[src/hdl/loader_pkg.sv]
/*
 * Cartridge loader package
 * Loader constants, decoded iNES header, mapper flag word, memory write
 * request and the load state encoding
 */
package loader_pkg;

	localparam int HEADER_BYTES   = 16;
	localparam int ADDR_W         = 22;
	localparam int PRG_PAGE_SHIFT = 14; // 16 KB PRG pages
	localparam int CHR_PAGE_SHIFT = 13; // 8 KB CHR pages

	// CHR lives in the upper half of the loader address space
	localparam logic [ADDR_W-1:0] CHR_BASE = {1'b1, {(ADDR_W-1){1'b0}}};

	// "NES" followed by MS-DOS EOF, byte 0 in the top bits
	localparam logic [31:0] NES_MAGIC = 32'h4E45_531A;

	typedef struct packed {
		logic       magic_ok;
		logic       trainer;
		logic [7:0] prg_pages;
		logic [7:0] chr_pages;
		logic [7:0] mapper;
		logic [7:0] submapper;
		logic       mirroring;
		logic       four_screen;
		logic       has_saves;
	} header_t;

	// Flag word handed to the console core
	typedef struct packed {
		logic [5:0] pad;
		logic       has_saves;
		logic [7:0] submapper;
		logic       four_screen;
		logic       chr_ram;
		logic       mirroring;
		logic [2:0] chr_size;
		logic [2:0] prg_size;
		logic [7:0] mapper;
	} mapper_flags_t;

	typedef struct packed {
		logic [ADDR_W-1:0] addr;
		logic [7:0]        data;
	} mem_write_t;

	typedef enum logic [2:0] {
		HEADER,
		PRG,
		CHR,
		DONE,
		ERROR
	} load_state_t;

endpackage
[src/hdl/game_loader.sv]
/*
 * Cartridge loader top
 * iNES image stream in, staged memory writes and mapper flags out
 */
`timescale 1ns/1ps

module game_loader (
	input  logic                      clk,
	input  logic                      reset_nes,
	input  logic [7:0]                in_byte,
	input  logic                      in_strobe,
	input  logic                      downloading,
	input  logic                      invert_mirroring,
	input  logic                      mem_slot,
	output loader_pkg::mem_write_t    mem_req,
	output logic                      mem_we,
	output logic                      busy,
	output logic                      done,
	output logic                      error,
	output loader_pkg::mapper_flags_t mapper_flags
);

	loader_pkg::header_t    header;
	logic                   header_ready;
	logic                   header_capture;
	loader_pkg::mem_write_t wr;
	logic                   wr_valid;
	logic                   load_done;

	ines_header_decode decode_i (
		.clk            (clk),
		.reset_nes      (reset_nes),
		.in_byte        (in_byte),
		.in_strobe      (in_strobe),
		.header_capture (header_capture),
		.header         (header),
		.header_ready   (header_ready)
	);

	rom_load_execute execute_i (
		.clk            (clk),
		.reset_nes      (reset_nes),
		.in_byte        (in_byte),
		.in_strobe      (in_strobe),
		.header         (header),
		.header_ready   (header_ready),
		.header_capture (header_capture),
		.wr             (wr),
		.wr_valid       (wr_valid),
		.load_done      (load_done),
		.busy           (busy),
		.done           (done),
		.error          (error)
	);

	load_result result_i (
		.clk              (clk),
		.reset_nes        (reset_nes),
		.wr               (wr),
		.wr_valid         (wr_valid),
		.mem_slot         (mem_slot),
		.load_done        (load_done),
		.header           (header),
		.invert_mirroring (invert_mirroring),
		.downloading      (downloading),
		.mem_req          (mem_req),
		.mem_we           (mem_we),
		.mapper_flags     (mapper_flags)
	);

endmodule

[src/hdl/load_result.sv]
/*
 * Load result stage
 * Holds each loader write until the next memory slot and latches the
 * mapper flag word when the load completes
 */
`timescale 1ns/1ps

module load_result (
	input  logic                      clk,
	input  logic                      reset_nes,
	input  loader_pkg::mem_write_t    wr,
	input  logic                      wr_valid,
	input  logic                      mem_slot,
	input  logic                      load_done,
	input  loader_pkg::header_t       header,
	input  logic                      invert_mirroring,
	input  logic                      downloading,
	output loader_pkg::mem_write_t    mem_req,
	output logic                      mem_we,
	output loader_pkg::mapper_flags_t mapper_flags
);

	logic                      pending;
	loader_pkg::mapper_flags_t flags_q;
	loader_pkg::mapper_flags_t flags_next;

	// Smallest n with pages <= 2^n, 7 for anything past 64 pages
	function automatic logic [2:0] size_code(input logic [7:0] pages);
		logic [2:0] code;
		code = 3'd7;
		for (int n = 6; n >= 0; n--)
			if (pages <= (8'd1 << n))
				code = 3'(n);
		return code;
	endfunction

	// A new write in the slot cycle replaces the one just released
	always_ff @(posedge clk) begin
		if (reset_nes)
			pending <= 1'b0;
		else if (wr_valid)
			pending <= 1'b1;
		else if (mem_slot)
			pending <= 1'b0;
	end

	always_ff @(posedge clk) begin
		if (wr_valid)
			mem_req <= wr;
	end

	assign mem_we = pending && mem_slot;

	always_comb begin
		flags_next             = '0;
		flags_next.has_saves   = header.has_saves;
		flags_next.submapper   = header.submapper;
		flags_next.four_screen = header.four_screen;
		flags_next.chr_ram     = (header.chr_pages == 8'd0);
		flags_next.mirroring   = header.mirroring ^ invert_mirroring;
		flags_next.chr_size    = size_code(header.chr_pages);
		flags_next.prg_size    = size_code(header.prg_pages);
		flags_next.mapper      = header.mapper;
	end

	always_ff @(posedge clk) begin
		if (reset_nes)
			flags_q <= '0;
		else if (load_done)
			flags_q <= flags_next;
	end

	assign mapper_flags = downloading ? '0 : flags_q; // Core sees no cart mid-download

endmodule

[src/hdl/rom_load_execute.sv]
/*
 * ROM load state machine
 * Walks the image body through PRG then CHR, generating the write address
 * and strobe per byte, and reports busy, done and error
 */
`timescale 1ns/1ps

module rom_load_execute (
	input  logic                   clk,
	input  logic                   reset_nes,
	input  logic [7:0]             in_byte,
	input  logic                   in_strobe,
	input  loader_pkg::header_t    header,
	input  logic                   header_ready,
	output logic                   header_capture,
	output loader_pkg::mem_write_t wr,
	output logic                   wr_valid,
	output logic                   load_done,
	output logic                   busy,
	output logic                   done,
	output logic                   error
);

	loader_pkg::load_state_t       state;
	logic [loader_pkg::ADDR_W-1:0] addr;
	logic [loader_pkg::ADDR_W-1:0] bytes_left; // Header byte count while in HEADER
	logic [loader_pkg::ADDR_W-1:0] prg_bytes;
	logic [loader_pkg::ADDR_W-1:0] chr_bytes;
	logic                          in_body;
	logic                          header_ok;

	assign prg_bytes = {{(loader_pkg::ADDR_W - 8){1'b0}}, header.prg_pages}
	                   << loader_pkg::PRG_PAGE_SHIFT;
	assign chr_bytes = {{(loader_pkg::ADDR_W - 8){1'b0}}, header.chr_pages}
	                   << loader_pkg::CHR_PAGE_SHIFT;

	// Trainers are not supported
	assign header_ok = header.magic_ok && !header.trainer;

	assign header_capture = (state == loader_pkg::HEADER);
	assign in_body = (state == loader_pkg::PRG) || (state == loader_pkg::CHR);

	assign wr_valid = in_body && in_strobe && (bytes_left != '0);
	assign wr.addr  = addr;
	assign wr.data  = in_byte;

	always_ff @(posedge clk) begin
		if (reset_nes) begin
			state      <= loader_pkg::HEADER;
			addr       <= '0;
			bytes_left <= '0;
			load_done  <= 1'b0;
			busy       <= 1'b0;
			done       <= 1'b0;
			error      <= 1'b0;
		end else begin
			load_done <= 1'b0;
			case (state)
				loader_pkg::HEADER: begin
					if (header_ready) begin
						if (header_ok) begin
							state      <= loader_pkg::PRG;
							addr       <= '0;
							bytes_left <= prg_bytes;
						end else begin
							state <= loader_pkg::ERROR;
							error <= 1'b1;
							done  <= 1'b1;
							busy  <= 1'b0;
						end
					end else if (in_strobe) begin
						bytes_left <= bytes_left + 1'b1;
						if (bytes_left == loader_pkg::ADDR_W'(loader_pkg::HEADER_BYTES - 1))
							busy <= 1'b1; // Last header byte
					end
				end
				loader_pkg::PRG, loader_pkg::CHR: begin
					if (bytes_left != '0) begin
						if (in_strobe) begin
							addr       <= addr + 1'b1;
							bytes_left <= bytes_left - 1'b1;
						end
					end else if (state == loader_pkg::PRG) begin
						state      <= loader_pkg::CHR;
						addr       <= loader_pkg::CHR_BASE;
						bytes_left <= chr_bytes; // Zero for CHR RAM carts
					end else begin
						state     <= loader_pkg::DONE;
						load_done <= 1'b1;
						done      <= 1'b1;
						busy      <= 1'b0;
					end
				end
				loader_pkg::DONE, loader_pkg::ERROR: begin
					// Parked until the next reset
				end
				default: state <= loader_pkg::ERROR;
			endcase
		end
	end

endmodule

[src/hdl/ines_header_decode.sv]
/*
 * iNES header decode
 * Captures the 16 header bytes of the incoming image and splits them into
 * the fields needed by the loader, telling dirty 1.0 headers from 2.0 ones
 */
`timescale 1ns/1ps

module ines_header_decode (
	input  logic                  clk,
	input  logic                  reset_nes,
	input  logic [7:0]            in_byte,
	input  logic                  in_strobe,
	input  logic                  header_capture,
	output loader_pkg::header_t   header,
	output logic                  header_ready
);

	localparam int CTR_W = $clog2(loader_pkg::HEADER_BYTES);

	logic [7:0]       hdr_bytes [loader_pkg::HEADER_BYTES];
	logic [CTR_W-1:0] ctr;
	logic             take_byte;
	logic             last_byte;
	logic             is_nes20;
	logic             is_dirty;
	logic             tail_nonzero;

	// Hold off once the header is complete until the loader moves on
	assign take_byte = header_capture && in_strobe && !header_ready;
	assign last_byte = (ctr == CTR_W'(loader_pkg::HEADER_BYTES - 1));

	always_ff @(posedge clk) begin
		if (take_byte)
			hdr_bytes[ctr] <= in_byte;
	end

	always_ff @(posedge clk) begin
		if (reset_nes) begin
			ctr <= '0;
			header_ready <= 1'b0;
		end else begin
			header_ready <= take_byte && last_byte;
			if (take_byte)
				ctr <= ctr + 1'b1; // Wraps to 0 after byte 15
		end
	end

	// iNES 2.0 signature in byte 7
	assign is_nes20 = (hdr_bytes[7][3:2] == 2'b10);

	always_comb begin
		tail_nonzero = (hdr_bytes[9][7:1] != 7'd0);
		for (int i = 10; i < loader_pkg::HEADER_BYTES; i++)
			tail_nonzero = tail_nonzero || (hdr_bytes[i] != 8'd0);
	end

	// Junk in the reserved bytes means an old ripper wrote over them
	assign is_dirty = !is_nes20 && tail_nonzero;

	always_comb begin
		header.magic_ok    = ({hdr_bytes[0], hdr_bytes[1], hdr_bytes[2], hdr_bytes[3]}
		                      == loader_pkg::NES_MAGIC);
		header.trainer     = hdr_bytes[6][2];
		header.prg_pages   = hdr_bytes[4];
		header.chr_pages   = hdr_bytes[5];
		header.mapper      = {is_dirty ? 4'h0 : hdr_bytes[7][7:4], hdr_bytes[6][7:4]};
		header.submapper   = is_nes20 ? hdr_bytes[8] : 8'h00;
		header.mirroring   = hdr_bytes[6][0]; // Vertical when set
		header.four_screen = hdr_bytes[6][3];
		header.has_saves   = hdr_bytes[6][1]; // Battery backed RAM
	end

endmodule

[config.mk]
export PLATFORM = sky130hd
export DESIGN_NAME = game_loader
export DESIGN_NICKNAME = d
export VERILOG_FILES = /design/src/hdl/loader_pkg.sv /design/src/hdl/game_loader.sv /design/src/hdl/load_result.sv /design/src/hdl/rom_load_execute.sv /design/src/hdl/ines_header_decode.sv
export SDC_FILE = /design/constraint.sdc
export NUM_CORES = 1
export LEC_CHECK = 0
export ABC_AREA = 1
export BUFFER_PORTS_ARGS = -buffer_cell sky130_fd_sc_hd__buf_2
export CAP_MARGIN = 40
export CELL_PAD_IN_SITES_DETAIL_PLACEMENT = 0
export CELL_PAD_IN_SITES_GLOBAL_PLACEMENT = 2
export CORE_MARGIN = 2
export CORE_UTILIZATION = 33
export CTS_CLUSTER_SIZE = 20
export DETAILED_ROUTE_END_ITERATION = 8
export HOLD_SLACK_MARGIN = 0.08
export PLACE_DENSITY_LB_ADDON = 0.1
export SYNTH_ARGS = -nofsm -noshare
export SYNTH_HDL_FRONTEND = slang
export SYNTH_SLANG_ARGS = --single-unit
export TNS_END_PERCENT = 1
[constraint.sdc]
create_clock -name clk -period 2.3 [get_ports clk]
set_input_delay 0.115 -clock clk [delete_from_list [all_inputs] [get_ports clk]]
set_output_delay 0.115 -clock clk [all_outputs]
set_load 0.005 [all_outputs]
==> flow_summary.yaml, run 1 <==
cts:
  worstSkewPairLatency_ns: 0.57
  cts.clk_slew.worst_paths_ns: 0.06
  cts_root_buf: "clkbuf_16"
  htreeDepth: 1
  clk_path_buf_depth: 3
  cts_tree: "done"
  clock-sinks: 238
  cts_buffers: 28
floorplanning:
  core_area_mm2: 0.0334
  initial_core_util_pct: 33.5
  dieArea_mm2: 0.0354
  die_w_um: 188
  ioPinCount: 80
  num_rows: 67
  fp.dieH_um: 188
power:
  p_sw_mw: 4.24
  pwr-share-seq_pct: 40.1
  p_leak_nw: 5.30
  p_total_mw: 12.9
  switching_share_pct: 32.9
  clkPwrFrac_pct: 34.6
  max-vdd-ir-drop_v: 0.000524
  pwr-share-comb_pct: 25.2
  internal_power_mw: 8.63
  p_per_area_mw_per_mm2: 960
global_route:
  grt_overflow_total: 0
  grt_pass1_vias: 8488
  grt_pass1_wl_um: 48000
  grt_max_degree: 40
  antenna_found_initial: 0
  grt.total_usage_pct: 17.2
synthesis:
  async_flop_share_pct: 0
  ys_warn_count: 0
  synth_area_leaders: "edfxtp_1 42%, dfxtp_1 15%, nand2_1 12%"
  synth-seq-cells: 238
  yosysUniqueCellTypes: 40
  synthFlopType: "edfxtp_1"
  yosysSeqAreaShare_pct: 56.4
  synth_top_area_cell: "edfxtp_1"
  avgSynthCellArea_um2: 8.39
  synth_edf_count: 155
  synth.cell_area_mm2: 0.0112
  syn-instance-count: 1335
  yosys.area.top_type_share_pct: 41.6
critical_path:
  slowest_delay_ns: 0.58
  crit_required_ns: 2.73
  worst_setup_path_start_kind: "flop"
  crit_family: "buffers and inverters"
  end_kind: "flop"
  ff2ff_setup_slack_ns: 0.23
  critPathBufInv: 3
  cp_slowest_cell: "dlygate4sd3_1"
  path_class: "reg -> reg"
  crit_path_max_fanout: 5
  critPathArrivalTime_ns: 2.50
  worstPathCellList: "inv_1 -> ha_1 -> nand2_2 -> nor2_8 -> nand3_4 -> nand2_1 -> inv_1 -> nand2_1 -> a21oi_1 -> dlygate4sd3_1"
placed_design:
  pre_cts_ws_ns: 0.0791
  portBuffers: 73
  hpwlAfterDp_um: 21000
  place_area_mm2: 0.0123
  routabilityCongestion: 0.793
finish:
  utilization_pct: 40.1
  nets: 1488
  final_cell_mix: "343 x nand2_1, 260 x nor2_1, 155 x edfxtp_1"
  fillers: 3492
  seq_area_mm2: 0.00632
  syn2layout_area_growth_pct: 19.8
  final_area_mm2: 0.0134
  multi_input_area_mm2: 0.00414
  layout_commonest_cell: "nand2_1"
  n_antenna_cell: 0
  drive_gt1_share_pct: 14.0
routing:
  first_iter_violations: 523
  wl_um: 30200
  vias: 8794
  postRouteAntennaNets: 0
  routedWlPerCell_um: 15.6
  viasPerCell: 4.54
  firstDrtPassIters: 7
  drc: 0
sta:
  final.min_clock_period_ns: 2.07
  worst_slack_ns: 0.230
  finalCritPeriodShare_pct: 90.0
  slew-limit-headroom_pct: 56.7
  fmax_mhz: 483
  setup_viol_count_final: 0
  clock_skew_ns: 0.0293
  hold_violations: 0
  grt_setup_unrepaired: "no"
  maxSlewViolCount: 0
  setup_tns_ns: 0
  tightest_slew_ns: 0.645
hold_path:
  hold_class: "in -> reg"
run_status:
  outcome: "finished clean"
job:
  maxCapViolCount: 0
## path summary, 6_finish.rpt
check | startpoint | cells past startpoint | endpoint
worst max-delay path | execute_i.bytes_left[0] | 10 | result_i.pending
worst min-delay path | in_strobe | 5 | decode_i.ctr[3]
worst max register to register | execute_i.bytes_left[0] | 10 | result_i.pending
worst min register to register | execute_i.busy | 2 | execute_i.busy
## repair_timing
item | 4_1_cts | 5_1_grt
hold buffers | 11 | 0
hold endpoints to repair | 135 | 0
setup buffers | 0 | 2
gates resized for setup | 0 | 1
endpoints found under the setup margin | 0 | 19
## layout make-up
type / instances / share of cell area, %
repair buffers: 140 / 6.87
clock inverters: 20 / 1.61
multi-input cells: 917 / 30.8
flip-flops and latches: 238 / 47.1
well taps: 448 / 4.18
inverters: 142 / 4.03
clock buffers: 31 / 5.38
## cell usage after synthesis (3+ instances only)
cell type / count
nand2_2: 3
nor3_1: 13
clkbuf_1: 19
nand2_1: 343
and2_1: 5
inv_1: 134
nand4_1: 22
buf_2: 9
xor2_1: 22
buf_6: 3
edfxtp_1: 155
nor2_4: 4
buf_1: 3
nor2_1: 260
inv_2: 6
nand3_1: 80
ha_1: 7
buf_4: 9
o21ai_0: 50
dfxtp_1: 83
or2_2: 7
nor2_2: 7
a21oi_1: 68
## routing by layer
metal	up-vias	routed length, um	global-route usage (%)
li1	4564	-	-
met1	4041	15100	24.5
met2	148	13400	27.7
met3	41	1120	2.31
met4	0	564	4.15
met5	-	0	0
## kinds of logic after synthesis
group                      synth area share, %
xor gates and xnor gates                  1.80
AOI/OAI and AO/OA                         5.79
DFF                                       56.4
other                                   0.0335
adders and majority gates                0.782
and+or+nand+nor                           28.4
buffers and inverters                     6.81
## worst reg2reg max path, cell delays in order, from the launching register on
cell           delay [ns]
dfxtp_1              0.35
inv_1                0.09
ha_1                 0.19
nand2_2              0.12
nor2_8               0.15
nand3_4              0.11
nand2_1              0.09
inv_1                0.06
nand2_1              0.14
a21oi_1              0.08
dlygate4sd3_1        0.58
## state kept, by name, summed over array words and instances, names as in the netlist
signal                 flops
execute_i.error            1
result_i.flags_q          26
execute_i.addr            22
execute_i.state            3
decode_i.ctr               4
result_i.mem_req          30
decode_i.hdr_bytes       125
decode_i.header_ready      1
execute_i.busy             1
result_i.pending           1
execute_i.done             1
execute_i.load_done        1
execute_i.bytes_left      22
## power by group through the flow
stage	registers (mW)	logic (mW)	clock network, mW
after floorplan	5.20	2.22	0
after global placement	5.26	3.26	0
after detailed placement	5.26	3.25	0
after CTS	5.17	3.27	4.58
after global routing	5.22	3.71	4.74
final	5.17	3.25	4.46
## through the flow
stage / std cells / hold WS (ns)
2_1_floorplan: 1340 / 0.214
3_3_place_gp: 1872 / 0.400
3_5_place_dp: 1872 / 0.402
4_1_cts: 1934 / 0.0863
5_1_grt: 1936 / 0.140
6_report: 1936 / 0.0912
No activity file was read; power rests on OpenSTA's default activity.
==> run 2: changes to the inputs <==
--- a/config.mk
+++ b/config.mk
@@ -5,13 +5,12 @@
 export SDC_FILE = /design/constraint.sdc
 export NUM_CORES = 1
 export LEC_CHECK = 0
-export ABC_AREA = 1
 export BUFFER_PORTS_ARGS = -buffer_cell sky130_fd_sc_hd__buf_2
 export CAP_MARGIN = 40
 export CELL_PAD_IN_SITES_DETAIL_PLACEMENT = 0
 export CELL_PAD_IN_SITES_GLOBAL_PLACEMENT = 2
 export CORE_MARGIN = 2
-export CORE_UTILIZATION = 33
+export CORE_UTILIZATION = 36
 export CTS_CLUSTER_SIZE = 20
 export DETAILED_ROUTE_END_ITERATION = 8
 export HOLD_SLACK_MARGIN = 0.08
==> constraint.sdc (replaced) <==
create_clock -name clk -period 2.3 [get_ports clk]
set_input_delay 0.115 -clock clk [delete_from_list [all_inputs] [get_ports clk]]
set_output_delay 0.115 -clock clk [all_outputs]
set_load 0.01 [all_outputs]
==> run 2 against run 1 <==
Against the previous run: the flow now finishes with violations (negative setup slack); hold slack improved by 0.29 ns; synthesized cell count fell by 33%; first-iteration DRC count fell by 1.9%; sequential power fell by 11%; worst setup slack got worse by 0.48 ns; critical endpoint is now execute_i.bytes_left[17].
==> flow_summary.yaml, run 2 <==
power:
  p_leak_nw: 4.61
  p_per_area_mw_per_mm2: 736
  max-vdd-ir-drop_v: 0.000562
finish:
  fillers: 2587
  seq_area_mm2: 0.00632
  drive_gt1_share_pct: 24.8
  final_cell_mix: "155 x edfxtp_1, 105 x buf_4, 99 x nor2_1"
  n_antenna_cell: 0
  nets: 1101
  finalNonFillerCells: 1478
  layout_commonest_cell: "edfxtp_1"
  syn2layout_area_growth_pct: 27.5
  multi_input_area_mm2: 0.00362
  max_flop_register: "decode_i.hdr_bytes"
  final_area_mm2: 0.0128
  biggestRegsByFlops: "decode_i.hdr_bytes x125, result_i.mem_req x30, result_i.flags_q x26"
  largest_reg_flops: 125
routing:
  drc: 0
  firstDrtPassIters: 5
  viasPerCell: 5.24
  first_iter_violations: 513
  vias: 7745
  wl_um: 26800
  postRouteAntennaNets: 0
  routedWlPerCell_um: 18.2
synthesis:
  synth_fa_ha_area_share_pct: 0.872
  synth_edf_count: 155
  synth_top_area_cell: "edfxtp_1"
  synth_top_family_by_area: "simple AND/OR/NAND/NOR gates"
  yosys.area.top_type_share_pct: 46.4
  synth_mux_area_share_pct: 1.21
  synth-seq-cells: 238
  syn-instance-count: 901
  ys_warn_count: 0
  synth.cell_area_mm2: 0.0100
  synth_compound_area_share_pct: 12.0
  synth_xor_area_share_pct: 1.31
  yosysSeqAreaShare_pct: 62.9
  async_flop_share_pct: 0
  synth_area_leaders: "edfxtp_1 46%, dfxtp_1 17%, nor2_1 3.8%"
  synthTopCellsByCount: "155 x edfxtp_1, 102 x nor2_1, 83 x dfxtp_1"
  yosysUniqueCellTypes: 65
  synth.most_common_cell: "edfxtp_1"
  synthFlopType: "edfxtp_1"
  avgSynthCellArea_um2: 11.1
  synthSimpleGateAreaFrac_pct: 18.4
critical_path:
  reg2reg_depth: 8
  path_class: "reg -> reg"
  timing.rr.end: "execute_i.bytes_left[17]"
  ff2ff_setup_slack_ns: -0.24
  worst_setup_path_start_kind: "flop"
  end_kind: "flop"
  critPathArrivalTime_ns: 3.01
  crit_required_ns: 2.77
  crit_path_max_fanout: 3
  r2r_start: "execute_i.bytes_left[5]"
sta:
  finalCritPeriodShare_pct: 111
  maxSlewViolCount: 0
  setup_tns_ns: -4.89
  fmax_mhz: 393
  hold_violations: 0
  tightest_slew_ns: 0.606
  grt_setup_unrepaired: "yes"
  clock_skew_ns: 0.0183
  final.min_clock_period_ns: 2.54
  setup_viol_count_final: 45
  worst_slack_ns: -0.245
  slew-limit-headroom_pct: 59.6
  hold-worst-slack_ns: 0.385
global_route:
  antenna_found_initial: 0
  grt_pass1_vias: 7759
  grt_max_degree: 48
  grt.total_usage_pct: 18.6
  grt_overflow_total: 0
  grt_pass1_wl_um: 42200
cts:
  clk_path_buf_depth: 3
  worstSkewPairLatency_ns: 0.56
  cts.clk_slew.worst_paths_ns: 0.06
  cts_tree: "done"
  cts_root_buf: "clkbuf_16"
  cts_buffers: 27
  clock-sinks: 238
  htreeDepth: 1
job:
  maxCapViolCount: 0
floorplanning:
  ioPinCount: 80
  initial_core_util_pct: 36.3
  fp.dieH_um: 171
  die_w_um: 171
  dieArea_mm2: 0.0292
  core_area_mm2: 0.0276
  num_rows: 61
placed_design:
  routabilityCongestion: 0.826
  place_area_mm2: 0.0116
  place_inst: 1412
  portBuffers: 73
  hpwlAfterDp_um: 17700
hold_path:
  holdCritStartpoint: "mem_slot"
  whs_path_depth: 4
  holdPathEnd: "result_i.pending"
  hold_class: "in -> reg"
run_status:
  outcome: "finished, violations left"
  violations: "negative setup slack"
run 2: cells by family (layout without fill, tap and decap cells):
| group | after synthesis | count (layout) |
|---|---|---|
| other cells | 1 | 6 |
| simple gates | 360 | 361 |
| xor+xnor | 15 | 15 |
| flops | 238 | 238 |
| compound gates | 193 | 193 |
| mux | 12 | 12 |
| fa+ha+maj | 7 | 7 |
| buf+inv | 75 | 268 |
run 2: area by class of cell:
type / count / share of cell area (%)
sequential: 238 / 49.4
multi-input combinational: 594 / 28.3
timing repair buffer: 204 / 11.3
clock buffer: 39 / 5.94
tap: 378 / 3.70
clock inverter: 10 / 0.899
inverter: 15 / 0.440
run 2: how the worst max path moves through the flow:
| stage | startpoint | endpoint | slack, ns | depth (start not counted) |
|---|---|---|---|---|
| finish | execute_i.bytes_left[5] | execute_i.bytes_left[17] | -0.24 | 8 |
| global route | execute_i.bytes_left[5] | execute_i.bytes_left[2] | -0.34 | 9 |
| CTS | execute_i.bytes_left[5] | execute_i.bytes_left[7] | -0.24 | 9 |
| detailed placement | execute_i.bytes_left[5] | execute_i.bytes_left[17] | -0.44 | 7 |
| global placement | execute_i.bytes_left[5] | execute_i.bytes_left[2] | -0.40 | 8 |
| floorplan | execute_i.bytes_left[8] | execute_i.bytes_left[4] | -0.44 | 10 |
run 2: timing repair:
item | 4_1_cts | 5_1_grt
resized for setup | 36 | 11
setup endpoints to repair | 86 | 91
gates cloned | 2 | 0
hold buffers | 12 | 0
buffers inserted | 3 | 0
endpoints found under the hold margin | 137 | 0
pin swaps | 11 | 5
run 2: per-layer routing:
layer / global-route usage, % / wire, um / part of all wire, %
met1: 24.7 / 12300 / 46
met4: 5.31 / 595 / 2.2
met5: 0 / 0 / 0
met3: 2.73 / 1070 / 4.0
met2: 31.5 / 12800 / 48
run 2: report_power, final:
group / leakage [nW] / switching, mW / internal, mW / total, mW
logic: 2.08 / 0.353 / 0.244 / 0.597
registers: 2.11 / 0.0228 / 4.59 / 4.61
clock network: 0.419 / 1.69 / 2.52 / 4.21
run 2: critical path, stage by stage, from the launching register on:
cell	delay [ns]
dfxtp_1	0.31
or4_4	0.53
buf_4	0.16
or3_4	0.34
or4_4	0.49
xor2_1	0.17
a211oi_2	0.23
nor3_2	0.07
nor3_1	0.17
run 2: through the flow:
stage / setup slack, ns / util [%] / power, mW
after floorplan: -0.445 / - / 4.98
final: -0.245 / 46.3 / 9.42
after detailed placement: -0.439 / 41.9 / 5.23
after global routing: -0.339 / 46.3 / 9.78
after CTS: -0.243 / 46.1 / 9.55
after global placement: -0.403 / 41.9 / 5.22
==> run 3: changes to the inputs <==
--- a/config.mk
+++ b/config.mk
@@ -9,6 +9,7 @@
 export CAP_MARGIN = 40
 export CELL_PAD_IN_SITES_DETAIL_PLACEMENT = 0
 export CELL_PAD_IN_SITES_GLOBAL_PLACEMENT = 2
+export CORE_ASPECT_RATIO = 1.75
 export CORE_MARGIN = 2
 export CORE_UTILIZATION = 36
 export CTS_CLUSTER_SIZE = 20
==> run 3 against run 2 <==
Against the previous run: the flow still finishes with violations (negative setup slack); clock power is 2% lower; flip-flop and latch count stayed put; worst setup slack worse by 0.11 ns; first-iteration DRC count is 22% lower; critical path type unchanged; largest cell class unchanged.
==> flow_summary.yaml, run 3 (synthesized netlist as in run 2, its figures left out) <==
run_status:
  outcome: "finished, violations left"
  violations: "negative setup slack"
routing:
  routedWlPerCell_um: 19.2
  drc: 0
  viasPerCell: 5.30
  first_iter_violations: 402
  vias: 7771
  postRouteAntennaNets: 0
  firstDrtPassIters: 5
  wl_um: 28200
global_route:
  grt_max_degree: 48
  grt_pass1_wl_um: 43800
  antenna_found_initial: 0
  grt_overflow_total: 0
  grt.total_usage_pct: 19.5
  grt_pass1_vias: 7951
sta:
  hold_violations: 0
  slew-limit-headroom_pct: 57.3
  tightest_slew_ns: 0.640
  fmax_mhz: 376
  hold-worst-slack_ns: 0.396
  grt_setup_unrepaired: "yes"
  clock_skew_ns: 0.0274
  setup_viol_count_final: 47
  maxSlewViolCount: 0
  finalCritPeriodShare_pct: 116
  final.min_clock_period_ns: 2.66
  worst_slack_ns: -0.359
  setup_tns_ns: -10.97
finish:
  final_cell_mix: "155 x edfxtp_1, 115 x buf_4, 99 x nor2_1"
  largest_reg_flops: 125
  drive_gt1_share_pct: 24.1
  nets: 1101
  max_flop_register: "decode_i.hdr_bytes"
  n_antenna_cell: 0
  final_area_mm2: 0.0127
  utilization_pct: 46.3
  syn2layout_area_growth_pct: 26.2
  layout_commonest_cell: "edfxtp_1"
  biggestRegsByFlops: "decode_i.hdr_bytes x125, result_i.mem_req x30, result_i.flags_q x26"
  finalNonFillerCells: 1467
power:
  pwr-share-comb_pct: 6.2
  clkPwrFrac_pct: 44.2
  p_leak_nw: 4.58
  internal_power_mw: 7.22
  p_per_area_mw_per_mm2: 734
  max-vdd-ir-drop_v: 0.000593
  switching_share_pct: 22.4
  p_total_mw: 9.30
  pwr-share-seq_pct: 49.6
  p_sw_mw: 2.08
floorplanning:
  dieArea_mm2: 0.0293
  core_area_mm2: 0.0273
  fp.dieH_um: 225
  num_rows: 80
  die_w_um: 130
  initial_core_util_pct: 36.7
  ioPinCount: 80
cts:
  clock-sinks: 238
  cts_buffers: 24
  cts_tree: "done"
  cts_root_buf: "clkbuf_16"
  cts.clk_slew.worst_paths_ns: 0.07
  clk_path_buf_depth: 3
  htreeDepth: 1
  worstSkewPairLatency_ns: 0.55
critical_path:
  critPathArrivalTime_ns: 3.12
  crit_path_max_fanout: 6
  crit_required_ns: 2.76
  path_class: "reg -> reg"
  end_kind: "flop"
  worst_setup_path_start_kind: "flop"
placed_design:
  hpwlAfterDp_um: 19300
  portBuffers: 73
  routabilityCongestion: 0.875
  place_inst: 1407
  pre_cts_ws_ns: -0.437
  place_area_mm2: 0.0116
job:
  maxCapViolCount: 0
hold_path:
  hold_class: "in -> reg"
[run 3: worst max-delay path, stage by stage (launching register included)]
cell     delay (ns)
dfxtp_2        0.32
or4_4          0.55
or4_4          0.45
o31a_1         0.27
buf_4          0.13
or3_4          0.38
buf_4          0.17
nor3_1         0.18
a21oi_1        0.06
nor2_1         0.08
[run 3: repair_timing]
item / in CTS / in global routing
pin swaps: 3 / 7
hold buffers: 12 / 0
buffers inserted: 0 / 3
setup endpoints to repair: 78 / 93
endpoints found under the hold margin: 136 / 0
cloned: 1 / 0
resized for setup: 15 / 15
[run 3: final timing paths]
path	start	slack [ns]	cells past startpoint	end
worst max-delay path	execute_i.bytes_left[5]	-0.36	9	execute_i.bytes_left[3]
worst min-delay path	mem_slot	0.40	4	result_i.pending
worst max register to register	execute_i.bytes_left[5]	-0.36	9	execute_i.bytes_left[3]
worst min register to register	result_i.flags_q[22]	0.46	2	result_i.flags_q[22]
[run 3: layout make-up]
type                       count  area (um^2)
clock buffer                  29          619
clock inverter                15          213
fill                        2575        14700
inverter                      15         56.3
multi-input combinational    593         3550
sequential                   238         6320
tap                          369          462
timing repair buffer         208         1450
[run 3: layer usage]
metal  wire length [um]  vias up  global-route usage, %
li1                   -     3727                      -
met1              10400     3807                   20.6
met2              16000      188                   38.5
met3               1010       49                   2.42
met4                749        0                   6.76
met5                  0        -                      0
[run 3: power groups by stage]
stage	registers, mW	logic [mW]	clock network, mW
finish	4.61	0.579	4.11
global route	4.61	0.626	4.40
CTS	4.61	0.572	4.23
detailed placement	4.70	0.539	0
global placement	4.70	0.540	0
floorplan	4.70	0.277	0
